[src/hdl/isa_pkg.sv]
package isa_pkg;

	// primary opcode, instr[31:26]
	typedef enum logic [5:0] {
		op_rtype = 6'h00,
		op_j     = 6'h02,
		op_jal   = 6'h03,
		op_beq   = 6'h04,
		op_bne   = 6'h05,
		op_addi  = 6'h08,
		op_slti  = 6'h0a,
		op_andi  = 6'h0c,
		op_ori   = 6'h0d,
		op_lw    = 6'h23,
		op_sw    = 6'h2b
	} opcode_t;

	// r-type funct, instr[5:0]
	typedef enum logic [5:0] {
		fn_sll = 6'h00,
		fn_srl = 6'h02,
		fn_jr  = 6'h08,
		fn_add = 6'h20,
		fn_sub = 6'h22,
		fn_and = 6'h24,
		fn_or  = 6'h25,
		fn_xor = 6'h26,
		fn_nor = 6'h27,
		fn_slt = 6'h2a
	} funct_t;

	typedef enum logic [3:0] {
		alu_and = 4'd0,
		alu_or  = 4'd1,
		alu_add = 4'd2,
		alu_xor = 4'd3,
		alu_nor = 4'd4,
		alu_sub = 4'd6,
		alu_slt = 4'd7,
		alu_sll = 4'd8,
		alu_srl = 4'd9
	} alu_op_t;

	typedef enum logic [3:0] {
		st_fetch, st_decode,
		st_mem_addr, st_mem_read, st_mem_writeback, st_mem_write,
		st_r_exec, st_r_writeback,
		st_i_exec, st_i_writeback,
		st_branch, st_jump, st_jal, st_jr
	} state_t;

	// lsb of each 5-bit field
	localparam int RS_LSB    = 21;
	localparam int RT_LSB    = 16;
	localparam int RD_LSB    = 11;
	localparam int SHAMT_LSB = 6;

endpackage

[src/hdl/sys_pkg.sv]
package sys_pkg;

	// unified program and data memory
	localparam int MEM_WORDS = 1024;
	localparam int MEM_AW    = 10; // word index width, byte addr bits [11:2]

	// first fetch address, lands on word 0
	localparam logic [31:0] RESET_PC = 32'h0040_0000;

endpackage

[src/hdl/alu.sv]
`timescale 1ns/100ps

module alu (
	input  logic [31:0]      a,
	input  logic [31:0]      b,
	input  isa_pkg::alu_op_t op,
	output logic [31:0]      result,
	output logic             zero
);

	always_comb begin
		case (op)
			isa_pkg::alu_and: result = a & b;
			isa_pkg::alu_or:  result = a | b;
			isa_pkg::alu_add: result = a + b;
			isa_pkg::alu_xor: result = a ^ b;
			isa_pkg::alu_nor: result = ~(a | b);
			isa_pkg::alu_sub: result = a - b;
			// signed compare
			isa_pkg::alu_slt: result = {31'b0, $signed(a) < $signed(b)};
			isa_pkg::alu_sll: result = b << a[4:0]; // amount in a
			isa_pkg::alu_srl: result = b >> a[4:0]; // logical
			default:          result = a + b;
		endcase
	end

	// branch compare uses sub
	assign zero = (result == 32'b0);

endmodule

[src/hdl/control_unit.sv]
`timescale 1ns/100ps

module control_unit (
	input  logic              clk,
	input  logic              rstb,
	input  logic              ena,
	input  logic [31:0]       instr,
	output logic              mem_wr,
	output logic              ir_wr,
	output logic              pc_wr,
	output logic              reg_wr,
	output logic              mem_to_reg,
	output logic [1:0]        reg_dst,
	output logic              iord,
	output logic [1:0]        alu_src_a,
	output logic [1:0]        alu_src_b,
	output logic [1:0]        pc_src,
	output logic [1:0]        branch,
	output logic              zero_ext,
	output isa_pkg::alu_op_t  alu_ctrl
);

	isa_pkg::state_t  state;
	isa_pkg::state_t  next_state;
	isa_pkg::opcode_t op;
	isa_pkg::funct_t  fn;
	isa_pkg::alu_op_t r_alu; // alu op from funct
	isa_pkg::alu_op_t i_alu; // alu op from opcode
	logic             fn_valid;
	logic             is_shift;

	assign op = isa_pkg::opcode_t'(instr[31:26]);
	assign fn = isa_pkg::funct_t'(instr[5:0]);

	// sll/srl take the shift amount as operand a
	assign is_shift = (fn == isa_pkg::fn_sll) || (fn == isa_pkg::fn_srl);

	always_comb begin
		fn_valid = 1'b1;
		case (fn)
			isa_pkg::fn_add: r_alu = isa_pkg::alu_add;
			isa_pkg::fn_sub: r_alu = isa_pkg::alu_sub;
			isa_pkg::fn_and: r_alu = isa_pkg::alu_and;
			isa_pkg::fn_or:  r_alu = isa_pkg::alu_or;
			isa_pkg::fn_xor: r_alu = isa_pkg::alu_xor;
			isa_pkg::fn_nor: r_alu = isa_pkg::alu_nor;
			isa_pkg::fn_slt: r_alu = isa_pkg::alu_slt;
			isa_pkg::fn_sll: r_alu = isa_pkg::alu_sll;
			isa_pkg::fn_srl: r_alu = isa_pkg::alu_srl;
			default: begin
				r_alu    = isa_pkg::alu_add;
				fn_valid = 1'b0; // includes jr, handled apart
			end
		endcase
	end

	always_comb begin
		case (op)
			isa_pkg::op_slti: i_alu = isa_pkg::alu_slt;
			isa_pkg::op_andi: i_alu = isa_pkg::alu_and;
			isa_pkg::op_ori:  i_alu = isa_pkg::alu_or;
			default:          i_alu = isa_pkg::alu_add; // addi
		endcase
	end

	always_ff @(posedge clk) begin
		if (rstb)
			state <= isa_pkg::st_fetch;
		else if (ena)
			state <= next_state; // frozen while ena low
	end

	always_comb begin
		next_state = isa_pkg::st_fetch; // most states end here
		case (state)
			isa_pkg::st_fetch: next_state = isa_pkg::st_decode;
			isa_pkg::st_decode: begin
				case (op)
					isa_pkg::op_rtype: begin
						if (fn == isa_pkg::fn_jr)
							next_state = isa_pkg::st_jr;
						else if (fn_valid)
							next_state = isa_pkg::st_r_exec;
					end
					isa_pkg::op_lw,
					isa_pkg::op_sw:   next_state = isa_pkg::st_mem_addr;
					isa_pkg::op_addi,
					isa_pkg::op_slti,
					isa_pkg::op_andi,
					isa_pkg::op_ori:  next_state = isa_pkg::st_i_exec;
					isa_pkg::op_beq,
					isa_pkg::op_bne:  next_state = isa_pkg::st_branch;
					isa_pkg::op_j:    next_state = isa_pkg::st_jump;
					isa_pkg::op_jal:  next_state = isa_pkg::st_jal;
					default:          next_state = isa_pkg::st_fetch; // unknown opcode
				endcase
			end
			isa_pkg::st_mem_addr:
				next_state = (op == isa_pkg::op_lw) ? isa_pkg::st_mem_read : isa_pkg::st_mem_write;
			isa_pkg::st_mem_read:  next_state = isa_pkg::st_mem_writeback;
			isa_pkg::st_r_exec:    next_state = isa_pkg::st_r_writeback;
			isa_pkg::st_i_exec:    next_state = isa_pkg::st_i_writeback;
			default:               next_state = isa_pkg::st_fetch;
		endcase
	end

	always_comb begin
		mem_wr     = 1'b0;
		ir_wr      = 1'b0;
		pc_wr      = 1'b0;
		reg_wr     = 1'b0;
		mem_to_reg = 1'b0;
		reg_dst    = 2'b00;   // rt
		iord       = 1'b0;    // address from pc
		alu_src_a  = 2'b00;   // pc
		alu_src_b  = 2'b00;   // b
		pc_src     = 2'b00;   // alu result
		branch     = 2'b00;
		zero_ext   = 1'b0;
		alu_ctrl   = isa_pkg::alu_add;
		case (state)
			isa_pkg::st_fetch: begin
				ir_wr     = 1'b1;
				pc_wr     = 1'b1;
				alu_src_b = 2'b01; // pc + 4
			end
			isa_pkg::st_decode: alu_src_b = 2'b11; // branch target into aluout
			isa_pkg::st_mem_addr: begin
				alu_src_a = 2'b01;
				alu_src_b = 2'b10; // base + offset
			end
			isa_pkg::st_mem_read: iord = 1'b1; // mdr captures the word
			isa_pkg::st_mem_writeback: begin
				mem_to_reg = 1'b1;
				reg_wr     = 1'b1;
			end
			isa_pkg::st_mem_write: begin
				iord   = 1'b1;
				mem_wr = 1'b1;
			end
			isa_pkg::st_r_exec: begin
				alu_src_a = is_shift ? 2'b10 : 2'b01;
				alu_ctrl  = r_alu;
			end
			isa_pkg::st_r_writeback: begin
				reg_dst = 2'b01; // rd
				reg_wr  = 1'b1;
			end
			isa_pkg::st_i_exec: begin
				alu_src_a = 2'b01;
				alu_src_b = 2'b10;
				zero_ext  = (op == isa_pkg::op_andi) || (op == isa_pkg::op_ori);
				alu_ctrl  = i_alu;
			end
			isa_pkg::st_i_writeback: reg_wr = 1'b1;
			isa_pkg::st_branch: begin
				alu_src_a = 2'b01;
				alu_ctrl  = isa_pkg::alu_sub; // compare a and b
				pc_src    = 2'b01;            // target from decode
				branch    = (op == isa_pkg::op_bne) ? 2'b10 : 2'b01;
			end
			isa_pkg::st_jump: begin
				pc_wr  = 1'b1;
				pc_src = 2'b10;
			end
			isa_pkg::st_jal: begin
				pc_wr   = 1'b1;
				pc_src  = 2'b10;
				reg_dst = 2'b10; // r31 gets pc+4
				reg_wr  = 1'b1;
			end
			isa_pkg::st_jr: begin
				pc_wr  = 1'b1;
				pc_src = 2'b11;
			end
			default: ;
		endcase
		// no strobes while frozen
		if (!ena) begin
			mem_wr = 1'b0;
			ir_wr  = 1'b0;
			pc_wr  = 1'b0;
			reg_wr = 1'b0;
			branch = 2'b00;
		end
	end

endmodule

[src/hdl/mips.sv]
`timescale 1ns/100ps

module mips (
	input  logic          clk,
	input  logic          rstb,
	input  logic          ena,
	input  logic [31:0]   mem_rd_data,
	output logic [31:0]   mem_addr,
	output logic [31:0]   mem_wr_data,
	output logic          mem_wr_ena,
	output logic [31:0]   pc,
	output logic [1023:0] reg_file
);

	// control strobes and selects
	logic             pc_wr, iord, mem_wr, mem_to_reg, ir_wr, reg_wr, zero_ext;
	logic [1:0]       branch, pc_src, alu_src_a, alu_src_b, reg_dst;
	isa_pkg::alu_op_t alu_ctrl;

	// architectural and staging registers
	logic [31:0] ir, mdr, reg_a, reg_b, alu_out;

	logic [31:0] src_a, src_b, alu_result;
	logic        zero;
	logic [31:0] ext_imm;
	logic [4:0]  wr_addr;
	logic [31:0] wr_data;
	logic [31:0] rd_data1, rd_data2;
	logic        pc_en;
	logic [31:0] pc_next;

	control_unit u_ctrl (
		.clk        (clk),
		.rstb       (rstb),
		.ena        (ena),
		.instr      (ir),
		.mem_wr     (mem_wr),
		.ir_wr      (ir_wr),
		.pc_wr      (pc_wr),
		.reg_wr     (reg_wr),
		.mem_to_reg (mem_to_reg),
		.reg_dst    (reg_dst),
		.iord       (iord),
		.alu_src_a  (alu_src_a),
		.alu_src_b  (alu_src_b),
		.pc_src     (pc_src),
		.branch     (branch),
		.zero_ext   (zero_ext),
		.alu_ctrl   (alu_ctrl)
	);

	// immediate, sign or zero extended
	assign ext_imm = zero_ext ? {16'b0, ir[15:0]} : {{16{ir[15]}}, ir[15:0]};

	always_comb begin
		case (alu_src_a)
			2'b00:   src_a = pc;
			2'b10:   src_a = {27'b0, ir[isa_pkg::SHAMT_LSB +: 5]}; // shamt
			default: src_a = reg_a;
		endcase
		case (alu_src_b)
			2'b00:   src_b = reg_b;
			2'b01:   src_b = 32'd4;
			2'b10:   src_b = ext_imm;
			default: src_b = {ext_imm[29:0], 2'b00}; // word offset
		endcase
	end

	alu u_alu (
		.a      (src_a),
		.b      (src_b),
		.op     (alu_ctrl),
		.result (alu_result),
		.zero   (zero)
	);

	// writeback target and data
	always_comb begin
		case (reg_dst)
			2'b01:   wr_addr = ir[isa_pkg::RD_LSB +: 5];
			2'b10:   wr_addr = 5'd31; // jal link
			default: wr_addr = ir[isa_pkg::RT_LSB +: 5];
		endcase
		if (reg_dst == 2'b10)
			wr_data = pc; // already pc+4 here
		else
			wr_data = mem_to_reg ? mdr : alu_out;
	end

	register_file u_rf (
		.clk      (clk),
		.rstb     (rstb),
		.rd_addr1 (ir[isa_pkg::RS_LSB +: 5]),
		.rd_addr2 (ir[isa_pkg::RT_LSB +: 5]),
		.wr_addr  (wr_addr),
		.wr_data  (wr_data),
		.wr_ena   (reg_wr),
		.rd_data1 (rd_data1),
		.rd_data2 (rd_data2),
		.all_regs (reg_file)
	);

	// beq on zero, bne on not zero
	assign pc_en = pc_wr | (branch[0] & zero) | (branch[1] & ~zero);

	always_comb begin
		case (pc_src)
			2'b00:   pc_next = alu_result;
			2'b01:   pc_next = alu_out;
			2'b10:   pc_next = {pc[31:28], ir[25:0], 2'b00}; // j target
			default: pc_next = reg_a; // jr
		endcase
	end

	always_ff @(posedge clk) begin
		if (rstb) begin
			pc      <= sys_pkg::RESET_PC;
			ir      <= 32'b0;
			mdr     <= 32'b0;
			reg_a   <= 32'b0;
			reg_b   <= 32'b0;
			alu_out <= 32'b0;
		end else if (ena) begin
			mdr     <= mem_rd_data;
			reg_a   <= rd_data1;
			reg_b   <= rd_data2;
			alu_out <= alu_result;
			if (ir_wr)
				ir <= mem_rd_data;
			if (pc_en)
				pc <= pc_next;
		end
	end

	// single memory port
	assign mem_addr    = iord ? alu_out : pc;
	assign mem_wr_data = reg_b; // sw data only from b
	assign mem_wr_ena  = mem_wr;

endmodule

[src/hdl/register_file.sv]
`timescale 1ns/100ps

module register_file (
	input  logic          clk,
	input  logic          rstb,
	input  logic [4:0]    rd_addr1,
	input  logic [4:0]    rd_addr2,
	input  logic [4:0]    wr_addr,
	input  logic [31:0]   wr_data,
	input  logic          wr_ena,
	output logic [31:0]   rd_data1,
	output logic [31:0]   rd_data2,
	output logic [1023:0] all_regs
);

	logic [31:0] regs [32];

	always_ff @(posedge clk) begin
		if (rstb) begin
			for (int i = 0; i < 32; i++)
				regs[i] <= 32'b0;
		end else if (wr_ena && (wr_addr != 5'd0)) begin
			regs[wr_addr] <= wr_data; // r0 stays zero
		end
	end

	// async reads
	assign rd_data1 = regs[rd_addr1];
	assign rd_data2 = regs[rd_addr2];

	// flat view, r0 in the low word
	for (genvar g = 0; g < 32; g++) begin : g_flat
		assign all_regs[g*32 +: 32] = regs[g];
	end

endmodule

[config.mk]
export PLATFORM = sky130hd
export DESIGN_NAME = mips
export DESIGN_NICKNAME = d
export VERILOG_FILES = /design/src/hdl/isa_pkg.sv /design/src/hdl/sys_pkg.sv /design/src/hdl/alu.sv /design/src/hdl/control_unit.sv /design/src/hdl/mips.sv /design/src/hdl/register_file.sv
export SDC_FILE = /design/constraint.sdc
export NUM_CORES = 2
export LEC_CHECK = 0
export BUFFER_PORTS_ARGS = -buffer_cell sky130_fd_sc_hd__buf_4
export CORE_AREA = 10 10 444 446
export DETAILED_ROUTE_END_ITERATION = 8
export DIE_AREA = 0 0 454 456
export SYNTH_ARGS = -nofsm -noshare
export SYNTH_HDL_FRONTEND = slang
export SYNTH_SLANG_ARGS = --single-unit
[constraint.sdc]
create_clock -name clk -period 8.1 [get_ports clk]
set_clock_uncertainty 0.05 [all_clocks]
set_input_delay 1.215 -clock clk [delete_from_list [all_inputs] [get_ports clk]]
set_output_delay 1.215 -clock clk [all_outputs]
set_load 0.02 [all_outputs]
==> flow_summary.json <==
{
  "finalMaxSlewViolations": 0,
  "synth_edf_count": 1024,
  "p_leak_nw": 31.5,
  "crit_chain": "buf_4 > nor2_1 > a22o_1 > a222oi_1 > o21a_1 > clkinv_1 > ha_1 > nor2b_1 > o21ai_0 > a31o_2 > a21oi_1 > and3_1 > o31ai_1 > o31ai_1 > a221o_1 > a221o_1 > a311oi_1 > buf_4 > nand4_1 > nor4_4 > mux2i_2 > buf_12 > o221ai_1 > a21oi_1",
  "cp_max_fo": 28,
  "cp_slowest_cell": "dfxtp_1",
  "placed_area_um2": 83000,
  "start_util_pct": 37.7,
  "totalWireLength_um": 448000,
  "finalCriticalPeriod_ns": 7.56,
  "utilization_pct": 46.6,
  "worstReg2RegEnd": "pc[5]",
  "fin_setup_tns_ns": 0,
  "ys_seq_area_share_pct": 49.0,
  "cap_viol_max_count": 0,
  "placementRows": 159,
  "hold_violations": 0,
  "wl_per_cell_um": 47.5,
  "cts.sinks": 1220,
  "holdPathStages": 2,
  "slowest_delay_ns": 0.80,
  "p_sw_mw": 5.91,
  "internal-power_mw": 12.0,
  "syn_inst": 5827,
  "cts_root_buf": "clkbuf_16",
  "viasPerCell": 6.84,
  "synth_area_um2": 70700,
  "synthFlopType": "edfxtp_1",
  "place_hpwl_um": 349000,
  "drive_gt1_share_pct": 35.4,
  "ir_drop_mv": 0.172,
  "die_w_um": 454,
  "grt_pass1_vias": 59200,
  "yosys_warnings": 0,
  "yosys.area.top_type": "edfxtp_1",
  "r2r_cells": 24,
  "worstHoldEndpoint": "mdr[8]",
  "synth_cell_types": 91,
  "start_kind": "flip-flop",
  "globalRouteOverflowTotal": 0,
  "die_y_um": 456,
  "synth_top_area_share_pct": 43.5,
  "hold_start": "mdr[8]",
  "io_pins": 1156,
  "clock_latency_ns": 0.81,
  "fmaxAchievable_ghz": 0.132,
  "holdCritPathClass": "flip-flop to flip-flop",
  "finalSetupViolCount": 0,
  "status": "finished, final reports clean",
  "async_flop_share_pct": 0,
  "nNetsFinal": 6956,
  "firstDrtPassIters": 6,
  "cp_top_family": "compound AO/OA/AOI/OAI gates",
  "fillers": 17100,
  "critPathArrivalTime_ns": 8.19,
  "post_cts_resized": 0,
  "port_buffers": 1155,
  "cts_buffers": 139,
  "antenna_found_initial": 44,
  "drc": 0,
  "relSlewSlack_pct": 14.4,
  "track_usage_pct": 41.6,
  "cts_tree": "built",
  "tightest_slew_ns": 1.27,
  "critPathKind": "flip-flop to flip-flop",
  "design_area_um2": 87400,
  "cp-end-kind": "flip-flop",
  "timing.final.crit_share_pct": 93.3,
  "h-tree-depth": 4,
  "syn_area_per_cell_um2": 12.1,
  "cp.required_ns": 8.73,
  "reg2reg_slack_ns": 0.54,
  "ys_ff_latch": 1220,
  "dieArea_um2": 207000,
  "area_growth_pct": 23.6,
  "synth_area_leaders": "edfxtp_1, mux4_2, nor2_1, dfxtp_1, mux2i_1",
  "cts.path.max_buffers": 3,
  "grt_max_degree": 152,
  "drt_iter0_drc": 11900,
  "powerDensity_nw_per_um2": 205,
  "globalplace.congestion": 1.05,
  "crit_buf_inv": 4,
  "rsz0062_at_grt": "false",
  "num_vias": 64600,
  "detail-route-antenna-nets": 0,
  "hold_buffers": 0,
  "p_clk_share_pct": 35.4,
  "p_seq_share_pct": 41.9,
  "coreArea_um2": 188000,
  "grt_pass1_wl_um": 585000,
  "comb_power_share_pct": 22.7,
  "sw_frac_of_total_pct": 33.0,
  "path_depth": 24,
  "holdWs_ns": 0.446,
  "r2r-start": "u_ctrl.state[0]",
  "clk_pin_slew_worst_paths_ns": 0.06,
  "postCtsSetupBuffers": 0
}
cell families (layout without fill, tap and decap cells):
family | Yosys count | count (layout) | share of synthesized area [%]
other cells | 1 | 51 | 0.00530
simple gates | 1960 | 1960 | 11.5
mux | 947 | 947 | 24.9
xor+xnor | 24 | 24 | 0.297
compound gates | 879 | 879 | 8.60
fa+ha+maj | 102 | 102 | 1.83
flops | 1220 | 1220 | 49.0
buf+inv | 694 | 1766 | 3.94
tightest hold or removal path, delay by kind of cell (launching register included):
kind / cells / cell delay, ns
simple gates: 1 / 0.07
flops: 1 / 0.33
mux: 1 / 0.06
sequential cells by signal, summed over array words and instances, names as in the netlist:
signal and flops:
u_rf.regs 1024, alu_out 32, ir 32, mdr 32, mem_wr_data 32, pc 32
reg_a 32, u_ctrl.state 4
synth_stat cells (39+ instances only):
library cell and number:
nor3_1 73, buf_1 76, a21oi_1 232, clkbuf_1 454, nand2_1 287, mux4_2 643
a22oi_1 48, nand3_1 98, nor2_1 1342, mux2i_1 254, edfxtp_1 1024, mux2_2 50
o211ai_1 39, o21ai_0 93, a211oi_1 105, inv_1 106, dfxtp_1 196, ha_1 100
o221ai_1 48
how the worst max path moves through the flow:
stage | startpoint | endpoint
floorplan | u_ctrl.state[0] | pc[2]
global placement | u_ctrl.state[0] | pc[15]
detailed placement | u_ctrl.state[1] | pc[7]
CTS | u_ctrl.state[1] | pc[13]
global route | u_ctrl.state[0] | pc[6]
finish | u_ctrl.state[0] | pc[5]
area by class of cell:
type / instances / area [um2] / area share (%)
diodes: 19 / 47.5 / 0.0544
inverters: 111 / 417 / 0.477
multi-input cells: 3944 / 34000 / 38.9
well taps: 2495 / 3120 / 3.57
repair buffers: 1403 / 10700 / 12.2
clock buffers: 189 / 3810 / 4.36
clock inverters: 63 / 602 / 0.688
flip-flops and latches: 1220 / 34700 / 39.7
power groups by stage:
stage	registers (mW)	clock network (mW)	logic, mW
6_report	7.52	6.34	4.08
5_1_grt	7.51	6.56	4.12
4_1_cts	7.49	6.32	3.94
3_5_place_dp	7.62	0	3.93
3_3_place_gp	7.61	0	3.94
2_1_floorplan	7.61	0	1.95
per-stage QoR:
| step | setup slack, ns | instances | power (mW) |
|---|---|---|---|
| floorplan | 1.89 | 5858 | 9.55 |
| detailed placement | 0.831 | 9173 | 11.5 |
| global route | 0.150 | 9434 | 18.2 |
| finish | 0.542 | 9444 | 17.9 |
| global placement | 0.831 | 9173 | 11.5 |
| CTS | 0.721 | 9425 | 17.8 |
layout by cell type, fill, tap and decap left out, drive strengths merged, types with 26 or more instances in the layout:
| master | Yosys | final |
|---|---|---|
| a22o | 28 | 28 |
| edfxtp | 1024 | 1024 |
| mux4 | 643 | 643 |
| conb | 1 | 32 |
| o211ai | 39 | 39 |
| nor2 | 1342 | 1342 |
| buf | 129 | 1403 |
| mux2i | 254 | 254 |
| a221o | 30 | 30 |
| clkbuf | 454 | 189 |
| o221ai | 48 | 48 |
| nand3 | 98 | 98 |
| clkinv | 2 | 47 |
| ha | 100 | 100 |
| nor3 | 73 | 73 |
| a31oi | 26 | 26 |
| o21ai | 102 | 102 |
| o22ai | 39 | 39 |
| a21oi | 232 | 232 |
| nand2 | 287 | 287 |
| dfxtp | 196 | 196 |
| a211oi | 105 | 105 |
| inv | 109 | 116 |
| a22oi | 48 | 48 |
| mux2 | 50 | 50 |
layer usage:
layer / up-vias / global-route usage [%] / share of wire [%] / routed length (um)
met4: 24 / 25.6 / 8.0 / 35900
met1: 33700 / 51.1 / 35 / 155000
met5: - / 0 / 0.035 / 155
met2: 5607 / 61.4 / 43 / 194000
li1: 24300 / - / - / -
met3: 1028 / 15.8 / 14 / 62700
No activity file was read; power rests on OpenSTA's default activity.
